### src/common/memMapPkg.sv
package memMapPkg;

    localparam int addrWidth = 32;
    localparam int dataWidth = 32;

    // Depth of each RAM in words
    localparam int ramWords = 256;
    localparam int ramIndexWidth = $clog2(ramWords);

    localparam int ioSelectBit = 31;     // Set means LED register

    typedef logic [7:0] ledByte;

endpackage

### src/common/memBus.sv
`timescale 1ns/1ps

interface memBus;
    import memMapPkg::*;

    logic read;
    logic write;
    logic [addrWidth-1:0] addr;
    logic [dataWidth-1:0] wdata;
    logic [dataWidth-1:0] rdata;
    logic ready;      // Read data valid
    logic written;    // Write done

    modport initiator (
        output read, write, addr, wdata,
        input rdata, ready, written
    );

    modport target (
        input read, write, addr, wdata,
        output rdata, ready, written
    );

endinterface

### src/verilog/ioDecoder.sv
`timescale 1ns/1ps

module ioDecoder (
    input logic Clock,
    input logic rst,
    memBus.target cpuSide,
    memBus.initiator ramSide,
    output memMapPkg::ledByte led
);
    import memMapPkg::*;

    logic ioSelect;
    logic ledReadPending;
    logic ledWritePending;

    assign ioSelect = cpuSide.addr[ioSelectBit];

    // RAM traffic passes straight through
    assign ramSide.read = cpuSide.read && !ioSelect;
    assign ramSide.write = cpuSide.write && !ioSelect;
    assign ramSide.addr = cpuSide.addr;
    assign ramSide.wdata = cpuSide.wdata;

    always_ff @(posedge Clock) begin
        if (rst) begin
            led <= '0;
            ledReadPending <= 1'b0;
            ledWritePending <= 1'b0;
        end else begin
            ledReadPending <= cpuSide.read && ioSelect;
            ledWritePending <= cpuSide.write && ioSelect;
            if (cpuSide.write && ioSelect) led <= cpuSide.wdata[$bits(ledByte)-1:0];
        end
    end

    assign cpuSide.ready = ramSide.ready || ledReadPending;
    assign cpuSide.written = ramSide.written || ledWritePending;
    assign cpuSide.rdata = ledReadPending ? {{(dataWidth-$bits(ledByte)){1'b0}}, led}
                                          : ramSide.rdata;

    // Core must wait for the LED answer
    noOverlap: assert property (@(posedge Clock) disable iff (rst)
        (ledReadPending || ledWritePending) |-> !(cpuSide.read || cpuSide.write))
        else $error("new request while LED answer pending");

endmodule

### src/flat_wrapper.sv
// flat-port wrapper written by rule: the top's interface ports become plain ports
module ioDecoder_flat import memMapPkg::*;
  (Clock, rst, led, cpuSide_read, cpuSide_write, cpuSide_addr, cpuSide_wdata, cpuSide_rdata, cpuSide_ready, cpuSide_written, ramSide_read, ramSide_write, ramSide_addr, ramSide_wdata, ramSide_rdata, ramSide_ready, ramSide_written);
  memBus cpuSide_i ();
  memBus ramSide_i ();
  input logic Clock;
  input logic rst;
  output memMapPkg::ledByte led;
  input wire logic [$bits(cpuSide_i.read)-1:0] cpuSide_read;
  input wire logic [$bits(cpuSide_i.write)-1:0] cpuSide_write;
  input wire logic [$bits(cpuSide_i.addr)-1:0] cpuSide_addr;
  input wire logic [$bits(cpuSide_i.wdata)-1:0] cpuSide_wdata;
  output wire logic [$bits(cpuSide_i.rdata)-1:0] cpuSide_rdata;
  output wire logic [$bits(cpuSide_i.ready)-1:0] cpuSide_ready;
  output wire logic [$bits(cpuSide_i.written)-1:0] cpuSide_written;
  output wire logic [$bits(ramSide_i.read)-1:0] ramSide_read;
  output wire logic [$bits(ramSide_i.write)-1:0] ramSide_write;
  output wire logic [$bits(ramSide_i.addr)-1:0] ramSide_addr;
  output wire logic [$bits(ramSide_i.wdata)-1:0] ramSide_wdata;
  input wire logic [$bits(ramSide_i.rdata)-1:0] ramSide_rdata;
  input wire logic [$bits(ramSide_i.ready)-1:0] ramSide_ready;
  input wire logic [$bits(ramSide_i.written)-1:0] ramSide_written;
  assign cpuSide_i.read = cpuSide_read;
  assign cpuSide_i.write = cpuSide_write;
  assign cpuSide_i.addr = cpuSide_addr;
  assign cpuSide_i.wdata = cpuSide_wdata;
  assign cpuSide_rdata = cpuSide_i.rdata;
  assign cpuSide_ready = cpuSide_i.ready;
  assign cpuSide_written = cpuSide_i.written;
  assign ramSide_read = ramSide_i.read;
  assign ramSide_write = ramSide_i.write;
  assign ramSide_addr = ramSide_i.addr;
  assign ramSide_wdata = ramSide_i.wdata;
  assign ramSide_i.rdata = ramSide_rdata;
  assign ramSide_i.ready = ramSide_ready;
  assign ramSide_i.written = ramSide_written;
  ioDecoder u_core (.Clock(Clock), .rst(rst), .cpuSide(cpuSide_i), .ramSide(ramSide_i), .led(led));
endmodule
### config.mk
export PLATFORM = sky130hd
export DESIGN_NAME = ioDecoder_flat
export DESIGN_NICKNAME = d
export VERILOG_FILES = /design/src/common/memMapPkg.sv /design/src/common/memBus.sv /design/src/verilog/ioDecoder.sv /design/src/flat_wrapper.sv
export SDC_FILE = /design/constraint.sdc
export NUM_CORES = 1
export LEC_CHECK = 0
export BUFFER_PORTS_ARGS = -buffer_cell sky130_fd_sc_hd__buf_2
export CORE_AREA = 2 2 82 84
export CTS_BUF_LIST = sky130_fd_sc_hd__clkbuf_8
export DETAILED_ROUTE_END_ITERATION = 7
export DIE_AREA = 0 0 84 86
export PLACE_DENSITY = 0.62
export REMOVE_ABC_BUFFERS = 1
export SLEW_MARGIN = 20
export SYNTH_ARGS = -nofsm -noshare
export SYNTH_HDL_FRONTEND = slang
export SYNTH_SLANG_ARGS = --single-unit
### constraint.sdc
create_clock -name Clock -period 1.5 [get_ports Clock]
set_clock_uncertainty 0.05 [all_clocks]
set_input_delay 0.075 -clock Clock [delete_from_list [all_inputs] [get_ports Clock]]
set_output_delay 0.075 -clock Clock [all_outputs]
set_load 0.005 [all_outputs]
==> flow_summary_export.csv <==
group,metric,value,unit
status,status,"complete, no violations",
global_route,grt_pass1_vias,960,
routing,wl_per_cell,30.2,um
synthesis,synth_cells,147,
finish,fin_util,0.210,
finish,n_fill_cell,719,
flow_run,cap_viol_max_count,0,
clock_tree,cts_setup_buffers,0,
routing,vias_per_cell,4.23,
floorplan,die_area,7220,sq um
critical_path,crit_type,"reg2out",
routing,drc,0,
floorplan,die_y,86,um
clock_tree,cts_tree,"yes",
global_route,grt_max_degree,34,
power,power_leakage,0.707,nW
global_route,track_usage,0.203,
hold_path,hold_path.class,"in2reg",
floorplan,die_w,84,um
synthesis,synth_warnings,0,
synthesis,synth-seq-cells,10,
clock_tree,ctsResizeCount,0,
synthesis,synthMuxAreaShare,0.0899,
synthesis,synthAdderAreaFrac,0,
critical_path,worstPathMaxFanout,33,
clock_tree,clockBufferDepth,2,
sta,relSlewSlack,0.749,
routing,drt_iter0_markers,25,
critical_path,cp-end-kind,"output pin",
clock_tree,postCtsHoldBufs,0,
finish,drive_above_1_share,0.678,
sta,hold_ws,14.7,ps
clock_tree,cts_made_buffers,3,
sta,slew_viol_final,0,
placement,placedCellCount,251,
sta,worst-slew-pin-transition,377,ps
sta,setup_tns,0,ps
routing,routed_wl,7670,um
floorplan,core_area,6280,sq um
sta,hold_viol_final,0,
synthesis,synth.distinct_cells,17,
critical_path,arrival,1270,ps
synthesis,synth_top_family_by_area,"buffers and inverters",
synthesis,syn_area,1210,sq um
power,p_per_area,630,nW/um^2
finish,area_growth,8.88,%
synthesis,synthSimpleGateAreaFrac,0.195,
placement,io_buffers,99,
critical_path,critical_path_required,1370,ps
critical_path,cp-start-kind,"register",
synthesis,yosys.area_share.xor_xnor,0,
global_route,antenna_found_initial,0,
synthesis,ys_seq_area_frac,0.165,
finish,multi_input_area,465,sq um
synthesis,synth_area_per_cell,8.24,sq um
power,ir_drop,0.288,mV
sta,finalSetupViolCount,0,
sta,max_freq,719,MHz
finish,antenna_cells,0,
finish,layoutNonFillerInstCount,254,
routing,vias,1074,
clock_tree,clockRootBuffer,"clkbuf_8",
floorplan,start_util,0.193,
synthesis,synth_compound_area_frac,0.0992,
clock_tree,clock-sinks,10,
sta,post-route-min-period,1390,ps
global_route,grt_pass1_wl,9400,um
floorplan,rows,29,
sta,period_share,0.927,
power,finalPower,0.831,mW
placement,gp_congestion,0.769,
routing,ant_nets,0,
finish,regArea,200,sq um
sta,rsz0062_at_grt,"false",
floorplan,num_io_pins,210,
clock_tree,clk_latency,230,ps
clock_tree,clk_pin_slew,50,ps
global_route,grt_overflow,0,
finish,nNetsFinal,281,
clock_tree,htreeDepth,1,
routing,first_pass_iters,6,
-- critical path, cell delays in order, from the launching register on --
cell     delay (ps)
dfxtp_1         350
buf_12          200
mux2_2          350
buf_2           120
-- flip-flops by register name (all words and copies together), names as in the netlist --
register	count
u_core.led	8
u_core.ledReadPending	1
u_core.ledWritePending	1
-- area by class of cell --
cell class	instances	share of cell area
repair buffers	100	0.391
flip-flops and latches	10	0.152
well taps	77	0.0731
multi-input cells	64	0.353
clock buffers	3	0.0313
-- cells in the mapped netlist (all sizes together) --
cell    number  area [sq um]
nand3        8          40.0
buf         72           542
mux2         8           109
a21oi        8          40.0
and2b        5          37.5
nand2        2          7.51
a21bo        8          80.1
nor2         2          7.51
dfxtp       10           200
nor2b       21           131
or2          2          12.5
clkbuf       1          3.75
-- power by group --
group	internal, mW	switching, mW	leakage [nW]	total, mW
combinational	0.156	0.110	0.604	0.266
sequential	0.278	0.00886	0.0818	0.287
clock	0.176	0.103	0.0216	0.278
-- layer usage --
layer  GRT usage  routed length (um)  vias up  share of wire
li1            -                   -      461              -
met1       0.144                1940      433           0.25
met2       0.340                3690      178           0.48
met3       0.258                2030        2           0.26
met4      0.0264                  12        0         0.0016
met5      0.0350                   0        -              0
-- logic make-up after synthesis --
group / after synthesis
and+or+nand+nor: 40
muxes: 8
DFF: 10
buffers and inverters: 73
AOI/OAI and AO/OA: 16
-- through the flow --
stage,setup slack [ps],cell area [sq um]
after floorplan,86.9,666
after global placement,370,1280
after detailed placement,360,1280
after CTS,100,1320
after global routing,57.9,1320
final,109,1320
-- worst paths after layout --
path / from / to / slack [ps] / cells after the start
max: u_core.ledReadPending / cpuSide_rdata[0] / 110 / 3
min: cpuSide_read / u_core.ledReadPending / 10 / 3
max reg2reg: u_core.led[4] / u_core.led[4] / 640 / 2
min reg2reg: u_core.led[5] / u_core.led[5] / 540 / 2
-- cell usage in the layout (no fill, tap or decap) --
cell      instances
nor2b_1          21
nand2_1           2
mux2_2            3
nand3_1           8
nor2_1            2
and2b_1           5
mux2_4            5
buf_12            1
a21bo_2           8
dfxtp_1          10
clkbuf_8          3
a21oi_1           8
or2_1             1
or2_2             1
buf_2            99
Power figures use the tool's default switching activity.
